## config.mk

```make
export PLATFORM = sky130hd
export DESIGN_NAME = sc_datapath
export DESIGN_NICKNAME = d
export VERILOG_FILES = /design/src/logic/datapath_pkg.sv /design/src/logic/fetch_stage.sv /design/src/logic/scoreboard.sv /design/src/logic/execute.sv /design/src/logic/writeback.sv /design/src/logic/sc_datapath.sv
export SDC_FILE = /design/constraint.sdc
export NUM_CORES = 2
export LEC_CHECK = 0
export BUFFER_PORTS_ARGS = -buffer_cell sky130_fd_sc_hd__buf_2
export CELL_PAD_IN_SITES_DETAIL_PLACEMENT = 1
export CELL_PAD_IN_SITES_GLOBAL_PLACEMENT = 1
export CORE_MARGIN = 2
export CORE_UTILIZATION = 40
export CTS_CLUSTER_DIAMETER = 150
export DETAILED_ROUTE_END_ITERATION = 6
export GPL_ROUTABILITY_DRIVEN = 1
export PLACE_DENSITY = 0.73
export SLEW_MARGIN = 25
export SYNTH_ARGS = -nofsm -noshare
export SYNTH_HDL_FRONTEND = slang
export SYNTH_SLANG_ARGS = --single-unit
```

## constraint.sdc

```tcl
create_clock -name CLK -period 9.25 [get_ports CLK]
set_clock_uncertainty 0.1 [all_clocks]
set_input_delay 0.4625 -clock CLK [delete_from_list [all_inputs] [get_ports CLK]]
set_output_delay 0.4625 -clock CLK [all_outputs]
set_load 0.02 [all_outputs]
```

## src/logic/datapath_pkg.sv

```systemverilog
// shared ISA fields, opcode and state encodings and widths for the scalar core datapath
`default_nettype none

package datapath_pkg;

    // data and address width
    localparam int word_w = 32;

    // register file geometry
    localparam int reg_cnt = 16;
    localparam int reg_w = 4;

    // immediate field, sign-extended to word_w
    localparam int imm_w = 16;

    // byte increment of the program counter
    localparam int pc_step = 4;

    // instruction word field positions
    localparam int op_hi = 31;
    localparam int op_lo = 28;
    localparam int rd_hi = 27;
    localparam int rd_lo = 24;
    localparam int rs1_hi = 23;
    localparam int rs1_lo = 20;
    localparam int rs2_hi = 19;
    localparam int rs2_lo = 16;

    // opcodes 12 to 15 are unused and behave as no-ops
    typedef enum logic [3:0] {
        op_add  = 4'd0,
        op_sub  = 4'd1,
        op_and  = 4'd2,
        op_or   = 4'd3,
        op_xor  = 4'd4,
        op_addi = 4'd5,
        op_lw   = 4'd6,
        op_sw   = 4'd7,
        op_beq  = 4'd8,
        op_bne  = 4'd9,
        op_jal  = 4'd10,
        op_halt = 4'd11
    } opcode_t;

    // functional unit that an instruction goes to
    typedef enum logic [1:0] {
        fu_alu  = 2'd0,
        fu_ls   = 2'd1,
        fu_br   = 2'd2,
        fu_none = 2'd3
    } fu_t;

    // four-phase data memory handshake
    typedef enum logic [1:0] {
        ls_idle    = 2'd0,
        ls_req     = 2'd1,
        ls_release = 2'd2
    } ls_state_t;

endpackage

`default_nettype wire

```

## src/logic/fetch_stage.sv

```systemverilog
// program counter and fetch latch, steps through instruction memory and follows redirects
`timescale 1ns/1ps
`default_nettype none

module fetch_stage (
    input  logic                            CLK,
    input  logic                            nrst,
    input  logic                            freeze,
    input  logic                            redirect,
    input  logic [datapath_pkg::word_w-1:0] redirect_pc,
    input  logic [datapath_pkg::word_w-1:0] imem_data,
    output logic [datapath_pkg::word_w-1:0] imem_addr,
    output logic [datapath_pkg::word_w-1:0] f_instr,
    output logic [datapath_pkg::word_w-1:0] f_pc,
    output logic                            f_valid
);

    logic [datapath_pkg::word_w-1:0] pc;

    // instruction memory answers within the cycle
    assign imem_addr = pc;

    always_ff @(posedge CLK, negedge nrst) begin
        if (!nrst) begin
            pc <= '0;
            f_valid <= 1'b0;
        end else if (redirect) begin
            // the instruction fetched this cycle is on the wrong path
            pc <= redirect_pc;
            f_valid <= 1'b0;
        end else if (!freeze) begin
            pc <= pc + datapath_pkg::word_w'(datapath_pkg::pc_step);
            f_valid <= 1'b1;
        end
    end

    // fetch latch payload
    always_ff @(posedge CLK) begin
        if (!redirect && !freeze) begin
            f_instr <= imem_data;
            f_pc <= pc;
        end
    end

endmodule

`default_nettype wire

```

## src/logic/scoreboard.sv

```systemverilog
// decode, register file and busy tracking; issues one instruction per cycle into the issue latch
`timescale 1ns/1ps
`default_nettype none

module scoreboard (
    input  logic                            CLK,
    input  logic                            nrst,
    input  logic [datapath_pkg::word_w-1:0] f_instr,
    input  logic [datapath_pkg::word_w-1:0] f_pc,
    input  logic                            f_valid,
    input  logic                            ex_busy,
    input  logic                            redirect,
    input  logic                            halt,
    input  logic                            wb_en,
    input  logic [datapath_pkg::reg_w-1:0]  wb_rd,
    input  logic [datapath_pkg::word_w-1:0] wb_data,
    output logic                            freeze,
    output logic                            ex_valid,
    output datapath_pkg::opcode_t           ex_op,
    output logic [datapath_pkg::reg_w-1:0]  ex_rd,
    output logic [datapath_pkg::word_w-1:0] ex_a,
    output logic [datapath_pkg::word_w-1:0] ex_b,
    output logic [datapath_pkg::word_w-1:0] ex_imm,
    output logic [datapath_pkg::word_w-1:0] ex_pc
);

    datapath_pkg::opcode_t              op;
    logic [datapath_pkg::reg_w-1:0]     rd;
    logic [datapath_pkg::reg_w-1:0]     rs1;
    logic [datapath_pkg::reg_w-1:0]     rs2;
    logic [datapath_pkg::word_w-1:0]    imm;
    logic                               uses_rs1;
    logic                               uses_rs2;
    logic                               writes_rd;
    logic [datapath_pkg::word_w-1:0]    rf [datapath_pkg::reg_cnt];
    logic [datapath_pkg::reg_cnt-1:0]   busy;
    logic [datapath_pkg::reg_cnt-1:0]   busy_eff;
    logic [datapath_pkg::reg_cnt-1:0]   wb_clr;
    logic [datapath_pkg::word_w-1:0]    rdat1;
    logic [datapath_pkg::word_w-1:0]    rdat2;
    logic                               hazard;
    logic                               stop;
    logic                               issue;

    // field split
    assign op = datapath_pkg::opcode_t'(f_instr[datapath_pkg::op_hi:datapath_pkg::op_lo]);
    assign rd = f_instr[datapath_pkg::rd_hi:datapath_pkg::rd_lo];
    assign rs1 = f_instr[datapath_pkg::rs1_hi:datapath_pkg::rs1_lo];
    assign rs2 = f_instr[datapath_pkg::rs2_hi:datapath_pkg::rs2_lo];
    assign imm = {{(datapath_pkg::word_w - datapath_pkg::imm_w){f_instr[datapath_pkg::imm_w-1]}},
                  f_instr[datapath_pkg::imm_w-1:0]};

    always_comb begin
        uses_rs1 = 1'b0;
        uses_rs2 = 1'b0;
        writes_rd = 1'b0;
        case (op)
            datapath_pkg::op_add, datapath_pkg::op_sub, datapath_pkg::op_and,
            datapath_pkg::op_or, datapath_pkg::op_xor: begin
                uses_rs1 = 1'b1;
                uses_rs2 = 1'b1;
                writes_rd = 1'b1;
            end
            datapath_pkg::op_addi, datapath_pkg::op_lw: begin
                uses_rs1 = 1'b1;
                writes_rd = 1'b1;
            end
            datapath_pkg::op_sw, datapath_pkg::op_beq, datapath_pkg::op_bne: begin
                uses_rs1 = 1'b1;
                uses_rs2 = 1'b1;
            end
            datapath_pkg::op_jal: writes_rd = 1'b1;
            default: ;
        endcase
    end

    // a writeback landing this cycle frees its register now
    assign wb_clr = wb_en ? (datapath_pkg::reg_cnt'(1) << wb_rd) : '0;
    assign busy_eff = busy & ~wb_clr;

    // r0 reads zero, same-cycle writeback is forwarded
    assign rdat1 = (rs1 == '0) ? '0 : (wb_en && wb_rd == rs1) ? wb_data : rf[rs1];
    assign rdat2 = (rs2 == '0) ? '0 : (wb_en && wb_rd == rs2) ? wb_data : rf[rs2];

    assign hazard = (uses_rs1 && busy_eff[rs1]) || (uses_rs2 && busy_eff[rs2])
                  || (writes_rd && busy_eff[rd]);
    // nothing issues behind a halt
    assign stop = halt || (ex_valid && ex_op == datapath_pkg::op_halt);
    assign issue = f_valid && !redirect && !ex_busy && !stop && !hazard;
    assign freeze = stop || ex_busy || (f_valid && hazard);

    always_ff @(posedge CLK) begin
        if (wb_en) begin
            rf[wb_rd] <= wb_data;
        end
    end

    always_ff @(posedge CLK, negedge nrst) begin
        if (!nrst) begin
            busy <= '0;
        end else if (issue && writes_rd && rd != '0) begin
            busy <= busy_eff | (datapath_pkg::reg_cnt'(1) << rd);
        end else begin
            busy <= busy_eff;
        end
    end

    // issue latch, held while a memory access is in flight
    always_ff @(posedge CLK, negedge nrst) begin
        if (!nrst) begin
            ex_valid <= 1'b0;
        end else if (redirect) begin
            ex_valid <= 1'b0;
        end else if (!ex_busy) begin
            ex_valid <= issue;
        end
    end

    always_ff @(posedge CLK) begin
        if (issue) begin
            ex_op <= op;
            ex_rd <= rd;
            ex_a <= rdat1;
            ex_b <= rdat2;
            ex_imm <= imm;
            ex_pc <= f_pc;
        end
    end

    // a source still owned by an older instruction must never be read
    a_no_busy_src: assert property (@(posedge CLK) disable iff (!nrst)
        issue |-> (!uses_rs1 || !busy[rs1] || (wb_en && wb_rd == rs1))
               && (!uses_rs2 || !busy[rs2] || (wb_en && wb_rd == rs2)));

endmodule

`default_nettype wire

```

## src/logic/execute.sv

```systemverilog
// ALU, branch resolution and scalar load/store over a four-phase data memory handshake
`timescale 1ns/1ps
`default_nettype none

module execute (
    input  logic                            CLK,
    input  logic                            nrst,
    input  logic                            ex_valid,
    input  datapath_pkg::opcode_t           ex_op,
    input  logic [datapath_pkg::reg_w-1:0]  ex_rd,
    input  logic [datapath_pkg::word_w-1:0] ex_a,
    input  logic [datapath_pkg::word_w-1:0] ex_b,
    input  logic [datapath_pkg::word_w-1:0] ex_imm,
    input  logic [datapath_pkg::word_w-1:0] ex_pc,
    input  logic                            dmem_ack,
    input  logic [datapath_pkg::word_w-1:0] dmem_rdata,
    output logic                            ex_busy,
    output logic                            res_valid,
    output logic [datapath_pkg::reg_w-1:0]  res_rd,
    output logic [datapath_pkg::word_w-1:0] res_data,
    output logic                            res_wen,
    output logic                            redirect,
    output logic [datapath_pkg::word_w-1:0] redirect_pc,
    output logic                            halt,
    output logic                            dmem_req,
    output logic                            dmem_wen,
    output logic [datapath_pkg::word_w-1:0] dmem_addr,
    output logic [datapath_pkg::word_w-1:0] dmem_wdata
);

    datapath_pkg::fu_t                  fu;
    datapath_pkg::ls_state_t            ls_state;
    logic [datapath_pkg::word_w-1:0]    alu_y;
    logic [datapath_pkg::word_w-1:0]    ld_q;
    logic                               ls_done;

    always_comb begin
        case (ex_op)
            datapath_pkg::op_add, datapath_pkg::op_sub, datapath_pkg::op_and,
            datapath_pkg::op_or, datapath_pkg::op_xor,
            datapath_pkg::op_addi: fu = datapath_pkg::fu_alu;
            datapath_pkg::op_lw, datapath_pkg::op_sw: fu = datapath_pkg::fu_ls;
            datapath_pkg::op_beq, datapath_pkg::op_bne,
            datapath_pkg::op_jal: fu = datapath_pkg::fu_br;
            default: fu = datapath_pkg::fu_none;
        endcase
    end

    always_comb begin
        case (ex_op)
            datapath_pkg::op_add:  alu_y = ex_a + ex_b;
            datapath_pkg::op_sub:  alu_y = ex_a - ex_b;
            datapath_pkg::op_and:  alu_y = ex_a & ex_b;
            datapath_pkg::op_or:   alu_y = ex_a | ex_b;
            datapath_pkg::op_xor:  alu_y = ex_a ^ ex_b;
            datapath_pkg::op_addi: alu_y = ex_a + ex_imm;
            // link value
            datapath_pkg::op_jal:  alu_y = ex_pc + datapath_pkg::word_w'(datapath_pkg::pc_step);
            default:               alu_y = '0;
        endcase
    end

    // predicted not taken, so any taken branch or jal redirects
    assign redirect = ex_valid && ((ex_op == datapath_pkg::op_beq && ex_a == ex_b)
                    || (ex_op == datapath_pkg::op_bne && ex_a != ex_b)
                    || ex_op == datapath_pkg::op_jal);
    assign redirect_pc = ex_pc + ex_imm;

    // access completes once ack has fallen again
    assign ls_done = (ls_state == datapath_pkg::ls_release) && !dmem_ack;
    assign ex_busy = (ls_state == datapath_pkg::ls_idle && ex_valid && fu == datapath_pkg::fu_ls)
                   || ls_state == datapath_pkg::ls_req
                   || (ls_state == datapath_pkg::ls_release && dmem_ack);

    assign dmem_req = (ls_state == datapath_pkg::ls_req);
    assign dmem_wen = dmem_req && ex_op == datapath_pkg::op_sw;
    assign dmem_addr = ex_a + ex_imm;
    assign dmem_wdata = ex_b;

    assign res_valid = (ex_valid && (fu == datapath_pkg::fu_alu || fu == datapath_pkg::fu_br))
                     || ls_done;
    assign res_wen = fu == datapath_pkg::fu_alu || ex_op == datapath_pkg::op_jal
                   || ex_op == datapath_pkg::op_lw;
    assign res_rd = ex_rd;
    assign res_data = (fu == datapath_pkg::fu_ls) ? ld_q : alu_y;

    always_ff @(posedge CLK, negedge nrst) begin
        if (!nrst) begin
            ls_state <= datapath_pkg::ls_idle;
        end else begin
            case (ls_state)
                datapath_pkg::ls_idle:
                    if (ex_valid && fu == datapath_pkg::fu_ls) ls_state <= datapath_pkg::ls_req;
                datapath_pkg::ls_req:
                    if (dmem_ack) ls_state <= datapath_pkg::ls_release;
                datapath_pkg::ls_release:
                    if (!dmem_ack) ls_state <= datapath_pkg::ls_idle;
                default: ls_state <= datapath_pkg::ls_idle;
            endcase
        end
    end

    // read data is only valid while ack is high
    always_ff @(posedge CLK) begin
        if (ls_state == datapath_pkg::ls_req && dmem_ack) begin
            ld_q <= dmem_rdata;
        end
    end

    always_ff @(posedge CLK, negedge nrst) begin
        if (!nrst) begin
            halt <= 1'b0;
        end else if (ex_valid && ex_op == datapath_pkg::op_halt) begin
            halt <= 1'b1;
        end
    end

    a_req_hold: assert property (@(posedge CLK) disable iff (!nrst)
        dmem_req && !dmem_ack |=> dmem_req);

    // a new request only starts after the previous ack fell
    a_req_restart: assert property (@(posedge CLK) disable iff (!nrst)
        $rose(dmem_req) |-> !$past(dmem_ack));

endmodule

`default_nettype wire

```

## src/logic/writeback.sv

```systemverilog
// writeback latch, returns the finished result to the register file and frees its busy bit
`timescale 1ns/1ps
`default_nettype none

module writeback (
    input  logic                            CLK,
    input  logic                            nrst,
    input  logic                            res_valid,
    input  logic [datapath_pkg::reg_w-1:0]  res_rd,
    input  logic [datapath_pkg::word_w-1:0] res_data,
    input  logic                            res_wen,
    output logic                            wb_en,
    output logic [datapath_pkg::reg_w-1:0]  wb_rd,
    output logic [datapath_pkg::word_w-1:0] wb_data
);

    // stores and branches retire here too but write nothing
    always_ff @(posedge CLK, negedge nrst) begin
        if (!nrst) begin
            wb_en <= 1'b0;
        end else begin
            wb_en <= res_valid && res_wen && res_rd != '0;
        end
    end

    always_ff @(posedge CLK) begin
        if (res_valid) begin
            wb_rd <= res_rd;
            wb_data <= res_data;
        end
    end

endmodule

`default_nettype wire

```

## src/logic/sc_datapath.sv

```systemverilog
// scalar core top level, wires fetch, scoreboard, execute and writeback to the memory ports
`timescale 1ns/1ps
`default_nettype none

module sc_datapath (
    input  logic                            CLK,
    input  logic                            nrst,
    input  logic [datapath_pkg::word_w-1:0] imem_data,
    input  logic                            dmem_ack,
    input  logic [datapath_pkg::word_w-1:0] dmem_rdata,
    output logic [datapath_pkg::word_w-1:0] imem_addr,
    output logic                            dmem_req,
    output logic                            dmem_wen,
    output logic [datapath_pkg::word_w-1:0] dmem_addr,
    output logic [datapath_pkg::word_w-1:0] dmem_wdata,
    output logic                            halt
);

    // fetch latch
    logic [datapath_pkg::word_w-1:0] f_instr;
    logic [datapath_pkg::word_w-1:0] f_pc;
    logic                            f_valid;
    logic                            freeze;

    // issue latch
    logic                            ex_valid;
    datapath_pkg::opcode_t           ex_op;
    logic [datapath_pkg::reg_w-1:0]  ex_rd;
    logic [datapath_pkg::word_w-1:0] ex_a;
    logic [datapath_pkg::word_w-1:0] ex_b;
    logic [datapath_pkg::word_w-1:0] ex_imm;
    logic [datapath_pkg::word_w-1:0] ex_pc;
    logic                            ex_busy;

    // execute result and redirect
    logic                            res_valid;
    logic [datapath_pkg::reg_w-1:0]  res_rd;
    logic [datapath_pkg::word_w-1:0] res_data;
    logic                            res_wen;
    logic                            redirect;
    logic [datapath_pkg::word_w-1:0] redirect_pc;

    // register write port
    logic                            wb_en;
    logic [datapath_pkg::reg_w-1:0]  wb_rd;
    logic [datapath_pkg::word_w-1:0] wb_data;

    fetch_stage u_fetch (
        .CLK, .nrst, .freeze, .redirect, .redirect_pc, .imem_data,
        .imem_addr, .f_instr, .f_pc, .f_valid
    );

    scoreboard u_scoreboard (
        .CLK, .nrst, .f_instr, .f_pc, .f_valid, .ex_busy, .redirect, .halt,
        .wb_en, .wb_rd, .wb_data,
        .freeze, .ex_valid, .ex_op, .ex_rd, .ex_a, .ex_b, .ex_imm, .ex_pc
    );

    execute u_execute (
        .CLK, .nrst, .ex_valid, .ex_op, .ex_rd, .ex_a, .ex_b, .ex_imm, .ex_pc,
        .dmem_ack, .dmem_rdata,
        .ex_busy, .res_valid, .res_rd, .res_data, .res_wen, .redirect, .redirect_pc, .halt,
        .dmem_req, .dmem_wen, .dmem_addr, .dmem_wdata
    );

    writeback u_writeback (
        .CLK, .nrst, .res_valid, .res_rd, .res_data, .res_wen,
        .wb_en, .wb_rd, .wb_data
    );

endmodule

`default_nettype wire

```

Yosys cells after proc, flatten, opt, wreduce, memory -nomap -nowiden
Memory sizes are Yosys's and may differ from the RTL's. A register that Yosys moved wholly into a read port is not among the register bits.
Index checks and enable logic that the tools add are counted.

operators by class
  reduce and logical (&&, ||, !) cells = 56
  mux-type cells = 26
  magnitude comparators = 3
  eq/ne operators = 32
  shifts and indexed selects = 2
  bitwise gates (word level) = 6
  $add $sub $neg = 6

operator list
  kind                                                  number
  case mux 32 bit (7 select lines)                      1
  adder 32 bit                                          3
  2-to-1 mux 32 bit                                     3
  adder 32 x 3 -> 32 bit (second input constant)        2
  bitwise AND 32 bit                                    1
  equality test 32 bit                                  1
  equality test 4 x 3 -> 1 bit (second input constant)  8
  2-to-1 mux 16 bit                                     2
  != test 32 bit                                        1
  OR 32 bit                                             1
  << shifter 1 x 4 -> 16 bit (first input constant)     2
  subtractor 32 bit                                     1
  XOR 32 bit                                            1
  equality test 4 bit (second input constant)           7
  logical AND 1 bit                                     25
  bitwise AND 16 bit                                    1
  equality test 4 x 2 -> 1 bit (second input constant)  4
  zero test 4 bit                                       4
  NOT 16 bit                                            1
  OR 16 bit                                             1
  OR reduction 8 bit                                    2
  < comparator 4 x 5 -> 1 bit (second input constant)   3
  logical OR 1 bit                                      13
  binary-select mux 1 bit (select 4 bit)                3
  14 further kinds                                      40

word-level totals
  memory bits (writable) = 512
  memories = 2
  output and inout bits = 99
  flip-flop bits (word level) = 242
  word-level logic and storage cells = 149
  memory bits (read-only) = 32

memory list
  name             depth  bits a word  rd ports  clocked after Yosys merged registers in  wr ports  line              text
  u_scoreboard.rf  16     32           2         2                                        1         scoreboard.sv:35  logic [datapath_pkg::word_w-1:0] rf [datapath_pkg::reg_cnt];
  (no name shown)  16     2            1         1                                        0         execute.sv:38     case (ex_op)

Longest topological paths before layout
  depth after elaboration = 14
  depth in mapped cells = 14
  mapped depth without buffers = 14

Modules after synthesis
Synthesis repeated with hierarchy kept, for this count alone.

second synthesis, totals
  cells, all modules = 3246
  area, all modules = 44870.5 µm²

modules (own cells, without submodules)
  module       times used  area each (µm²)  cells an instance
  scoreboard   1           29173.0          1458
  execute      1           10744.1          1477
  fetch_stage  1           3827.4           271
  writeback    1           1126.1           40

Worst setup path before layout
OpenSTA, ideal clock, no wires.

  kind = reg-to-reg
  start point = register u_scoreboard.ex_b[28] (netlist bit), read port of u_scoreboard.rf
  end point = register u_scoreboard.busy[1] (netlist bit)
  data arrival time = 6530 ps
  buffers on the path = 2
  clock period less this slack = 6713 ps
  stages on the path, launching flop included = 15
  slack = 2537 ps
  setup time = 83 ps
  cells stage by stage = edfxtp_1 -> inv_1 -> ha_1 -> clkbuf_1 -> nor4_1 -> nand4_1 -> nor4_1 -> a31oi_1 -> xnor2_1 -> nand3_1 -> and3_1 -> clkbuf_1 -> and2_1 -> nand3_1 -> o21ai_0

on the way
  word-level cells in the longest chain between the ends = 13
  elaborated cells on any way between the ends = 15
  those cells by class = eq/ne (2); mux (1); reduce/logical (12)

ends and longest elaborated chain
  item                                                           line                          text
  from (decl)                                                    scoreboard.sv:22              output logic [datapath_pkg::word_w-1:0] ex_b,
  equality test 32 bit / != test 32 bit (equally long branches)  execute.sv:64, execute.sv:65
  logical AND 1 bit, on equally long branches                    execute.sv:64, execute.sv:65
  logical OR 1 bit *                                             execute.sv:65                 || (ex_op == datapath_pkg::op_bne && ex_a != ex_b)
  logical OR 1 bit *                                             execute.sv:66                 || ex_op == datapath_pkg::op_jal);
  logical AND 1 bit *                                            execute.sv:64                 assign redirect = ex_valid && ((ex_op == datapath_pkg::op_beq && ex_a == ex_b)
  zero test 1 bit *                                              scoreboard.sv:89              assign issue = f_valid && !redirect && !ex_busy && !stop && !hazard;
  logical AND 1 bit * (4 in a row)                               scoreboard.sv:89
  logical AND 1 bit * (2 in a row)                               scoreboard.sv:101             end else if (issue && writes_rd && rd != '0) begin
  2-to-1 mux 16 bit *                                            scoreboard.sv:101
  to (signal assigned)                                           scoreboard.sv:102             busy <= busy_eff | (datapath_pkg::reg_cnt'(1) << rd);
  to (signal assigned)                                           scoreboard.sv:104             busy <= busy_eff;
  to (decl)                                                      scoreboard.sv:36              logic [datapath_pkg::reg_cnt-1:0] busy;

Every way passes the cells marked *; elsewhere a longest branch is shown, timed or not.
A chain may end at the register's enable or synchronous reset.

Final worst setup path
  start point = register u_scoreboard.ex_b[29] (netlist bit), read port of u_scoreboard.rf
  end point = register u_fetch.f_instr[16] (netlist bit) (enable)

on the way
  word-level cells in the longest chain between the ends = 7
  elaborated cells on any way between the ends = 9
  those cells by class = eq/ne (2); reduce/logical (7)

ends and longest elaborated chain
  item                                                           line                          text
  equality test 32 bit / != test 32 bit (equally long branches)  execute.sv:64, execute.sv:65
  logical AND 1 bit, on equally long branches                    execute.sv:64, execute.sv:65
  logical OR 1 bit *                                             execute.sv:65
  logical OR 1 bit *                                             execute.sv:66
  logical AND 1 bit *                                            execute.sv:64
  zero test 1 bit *                                              fetch_stage.sv:39             if (!redirect && !freeze) begin
  logical AND 1 bit *                                            fetch_stage.sv:39
  to (signal assigned)                                           fetch_stage.sv:40             f_instr <= imem_data;
  to (decl)                                                      fetch_stage.sv:13             output logic [datapath_pkg::word_w-1:0] f_instr,

Marks and branches as above.

==> results.md <==
- The run finished with clean final reports.
- The routed layout has a little under 30k vias.
- The remaining routing DRC violations is 0.
- After technology mapping, the gate count stands at slightly above 3k.
- For hold timing, the worst endpoint is u_execute.ld_q[13].
- The final weighted congestion in routability-driven placement is 0.916.
- In the global route stage, overall resource usage came out at 0.253.
- Across the run, the number of max-cap violations was 0.
- The share of the synthesized area in the top cell type is 0.524.
- Once detail routing completed, the nets flagged for antenna violations numbered 0.
- The total die area is 112,000 um2.
- The fraction of the mapped netlist area in compound gates came to 0.0951.
- The number of buffers added by the clock tree synthesis step is 86.
- The combinational family with the most area after synthesis is multiplexers.
- Dividing total power by cell area gives a power density of 414 nW/um2.
- The family of cells with the greatest summed delay on the critical path is simple AND/OR/NAND/NOR gates.
- Yosys mapped a number of flops with a built-in enable equal to 764.
- Setup violations remaining at the end of the flow were counted as 0.
- The half-perimeter wire length of the detailed placement result is 93,300 um.
- STA classifies the critical path endpoint as a flip-flop.
- The number of detailed-route iterations in the first pass is 5.
- The wire length of the first global-routing pass is 211,000 um.
- The initial detailed-routing violation count is 3,066.
- After clock tree synthesis, the flow added hold-fix buffers numbering 62.
- The global routing stage identified its most utilized layer as met2.
- The share of the Yosys chip area taken by registers is 0.556.
- Setup repair after global routing left no endpoint under its margin.
- The library cell with the highest instance count after synthesis is edfxtp_1.
- In the routed layout, each cell is associated on average with a via count of 6.22.
- Of the total power, the share spent switching nets is 0.444.
- The cell count of the worst reg-to-reg path is 11.
- In this run the vertical extent of the chip is 335 um.
- The initial utilization of the core area, before any placement, comes to 0.402.
- Of all nets on the critical path, the largest fanout is 36.
- Of the post-synthesis cell area, the part taken by muxes is 0.174.
- Setup total negative slack on the finished layout was measured at 0 ns.
- Counting along the longest clock path gives a buffer depth of 3.
- The critical register-to-register path startpoint is u_scoreboard.ex_b[29].
- The number of antenna violations at the first check in global routing came to 3.
- Summing all flip-flop and latch instances after layout gives between 20,000 and 25,000 um2.
- The critical path's largest stage delay is 0.87 ns.
- For the finished layout, the period the worst path requires is just over 5 ns.
- The kind of launch point of the worst setup path is a flip-flop.
- The H-tree level count is 3.
- The commonest register cell after synthesis is edfxtp_1.
- The worst vdd rail ir drop is roughly 0.00025 V.
- Data on the critical path arrives at its endpoint at between 5 and 6 ns.
- The endpoint identified for the worst register-to-register timing path is u_fetch.f_instr[16].
- The clock insertion delay at the later pin of the skew report is 0.67 ns.
- For met2 alone, demand over resource in global routing was 0.424.
- The mean post-synth cell area is around 14 um2.
- Of the cells placed in the final design, the portion with a size suffix greater than 1 is 0.220.
- The final net count is 3,537.
- The design draws 20.7 mW.
- The clock drives 820 sinks.
- The number of top-level design ports is 166.
- The portion of total power attributed to sequential cells is 0.289.
- The signal on the critical path passes through inv_1 -> ha_1 -> nor4_1 -> nand4_1 -> nor4_1 -> a31oi_1 -> xnor2_1 -> nand3_2 -> inv_1 -> nor2_4 -> buf_4.
- At the pin with the least slew margin, the transition time is approximately 1.1 ns.
- The number of setup buffers added after CTS is 0.
- In this run the horizontal extent of the chip is 335 um.
- Of the available clock period, the critical path in the final layout requires 0.554.
- After synthesis, the share of flip-flops with an asynchronous set or reset is 0.0659.
- The simple-gate share of the synthesized area is 0.0722.
- The maximum number of pins on one net before global-route repair is 140.
- The synthesized-area fraction occupied by adder cells is 0.0473.
- The max-slew violation count was 0.
- Ranked by instance count, the synthesized netlist is headed by edfxtp_1, mux4_2, nand2_1.
- The worst setup path is of the flip-flop to flip-flop kind.
- Global routing finished with a remaining overflow of 0.
- The startpoint identified for the worst hold timing path is dmem_rdata[13].
- The share of total power dissipated in combinational logic is 0.529.
- The TritonCTS clock tree is done.
- In this run the tool buffered the top-level ports with 165 buffer cells.
- The number of register bits inferred by synthesis is between 800 and 900.
- Of the total power, the clock network draws 0.181.
- The number of failing hold endpoints at the final stage came to 0.
- The layout has 10.9k filler cells.
- The worst-path cell with the longest stage delay is nor4_1.
- The worst hold path class is primary input to flip-flop.
- The register-to-register path setup slack is 4.12 ns.
- The internal portion of total power is ~12 mW.
- The analysis attributes to cell leakage a power of 17.3 nW.
- The critical path data required time is 9.43 ns.
- Counting both buffers and inverters, the worst setup path holds a total of 3.
- The core region is 109,000 um2.
- The floorplan has between 100 and 150 rows.
- Summing all multi-input logic gate instances after layout gives 18,500 um2.
- The overall routed net length is 142,000 um.
- The synthesized-area fraction occupied by xor and xnor cells is 0.0292.
- The number of global-route vias before repair came to about 31k.
- The worst hold path cell count is 1.
- During synthesis, Yosys emitted a total of 0 warnings.
- After synthesis, the netlist uses just over 80 different library cells.
- The cell chosen for the clock root is clkbuf_16.
- In this run, post-CTS repair resized a total of 0 instances.
- From synthesis to final layout, the design area changed by 14.3%.
- Yosys attributes the largest share of cell area to edfxtp_1, mux4_2, ha_1.
- The net switching power is approximately 9.2 mW.
- For met3 alone, demand over resource in global routing was 0.0317.
- For this run, global-route usage on met1 was measured as 0.342.
- The synthesized netlist net count is about 3.3k.
- The synthesized design spends more area on one cell type than any other, namely edfxtp_1.
- The relative slew slack is 0.297.
- The top achievable clock speed is 195 MHz.
- Clock-pin slew was measured on the worst setup and hold paths at 0.06 ns.
- The synthesized area is 43,800 um2.
- After detailed routing, the average wire length per cell comes to approximately 30 um.
==> kinds of logic (layout without fill, tap and decap cells) <==
group                      count (synthesis)  count (layout)
DFF                                      820             820
and+or+nand+nor                          680             680
AOI/OAI and AO/OA                        656             656
muxes                                    346             346
buffers and inverters                    301             569
adders and majority gates                163             163
xor gates and xnor gates                 146             146
other                                      0               1
==> cell usage in the layout (no fill, tap or decap), types with 16 or more instances in the layout <==
master | Yosys | final
edfxtp_1 | 764 | 764
mux4_2 | 330 | 330
nand2_1 | 264 | 264
a21oi_1 | 229 | 229
buf_2 | 4 | 165
ha_1 | 159 | 159
nor2_1 | 165 | 147
o21ai_0 | 126 | 126
inv_1 | 121 | 121
xnor2_1 | 93 | 93
clkbuf_16 | 0 | 87
dlygate4sd3_1 | 0 | 62
buf_4 | 2 | 55
dfrtp_1 | 54 | 54
xor2_1 | 53 | 53
nand3_1 | 46 | 45
a21o_1 | 45 | 45
a221oi_1 | 41 | 40
nor3_1 | 42 | 39
nand2b_1 | 29 | 29
and3_1 | 23 | 22
nand4_1 | 22 | 22
o211ai_1 | 21 | 21
o21ai_1 | 20 | 20
nor2_4 | 0 | 18
nor2b_1 | 18 | 17
clkinv_1 | 1 | 17
a211oi_1 | 16 | 16
==> registers in the layout (all words and copies together), names as in the netlist, 2 cells and up <==
| name | flops |
|---|---|
| u_writeback.wb_rd | 4 |
| u_scoreboard.ex_op | 4 |
| u_scoreboard.rf | 512 |
| u_scoreboard.ex_imm | 16 |
| u_scoreboard.ex_b | 32 |
| u_fetch.f_instr | 32 |
| u_execute.fu | 2 |
| u_execute.ls_state | 2 |
| u_scoreboard.ex_rd | 4 |
| u_scoreboard.ex_a | 32 |
| u_fetch.f_pc | 32 |
| u_execute.ld_q | 32 |
| u_scoreboard.ex_pc | 32 |
| u_fetch.imem_addr | 32 |
| u_writeback.wb_data | 32 |
| u_scoreboard.busy | 16 |
==> worst max path at each step <==
stage                           from              endpoint  slack (ns)  cells past startpoint
2_1_floorplan  u_scoreboard.ex_b[28]  u_scoreboard.busy[1]        2.54                     14
3_3_place_gp   u_scoreboard.ex_a[29]   u_fetch.f_instr[16]        4.27                     11
3_5_place_dp   u_scoreboard.ex_b[29]   u_fetch.f_instr[16]        4.18                     11
4_1_cts        u_scoreboard.ex_b[29]   u_fetch.f_instr[27]        4.15                     11
5_1_grt        u_scoreboard.ex_a[29]   u_fetch.f_instr[20]        3.81                     11
6_report       u_scoreboard.ex_b[29]   u_fetch.f_instr[16]        4.12                     11
==> power by group through the flow <==
stage	registers [mW]	clock network, mW	logic, mW
after detailed placement	6.04	0	10.7
after global placement	6.00	0	10.6
after CTS	5.98	3.79	10.8
final	6.00	3.75	11.0
after floorplan	5.93	0	7.18
after global routing	6.08	3.93	11.7
==> area by class of cell <==
class,count,area share
antenna,1,0.0000500
clock buffer,106,0.0458
clock inverter,55,0.0146
inverter,122,0.00916
multi-input combinational,1991,0.369
sequential,820,0.487
tap,1414,0.0354
timing repair buffer,286,0.0389
==> routing by layer <==
layer | up-vias | share of wire | wire length (um)
met5 | - | 0.000099 | 14
li1 | 12649 | - | -
met4 | 2 | 0.032 | 4570
met2 | 1336 | 0.50 | 70400
met3 | 265 | 0.071 | 10100
met1 | 15559 | 0.40 | 56900
==> per-stage QoR <==
| step | cells | area (um2) | setup slack (ns) | hold WS [ns] | util |
|---|---|---|---|---|---|
| 2_1_floorplan | 3112 | 43800 | 2.54 | 0.0669 | - |
| 3_3_place_gp | 4570 | 46300 | 4.27 | 0.303 | 0.426 |
| 3_5_place_dp | 4570 | 46300 | 4.18 | 0.306 | 0.426 |
| 4_1_cts | 4793 | 50000 | 4.15 | 0.00612 | 0.460 |
| 5_1_grt | 4794 | 50000 | 3.81 | 0.0139 | 0.460 |
| 6_report | 4795 | 50000 | 4.12 | 0.0426 | 0.460 |
(Power assumes the default switching activity.)
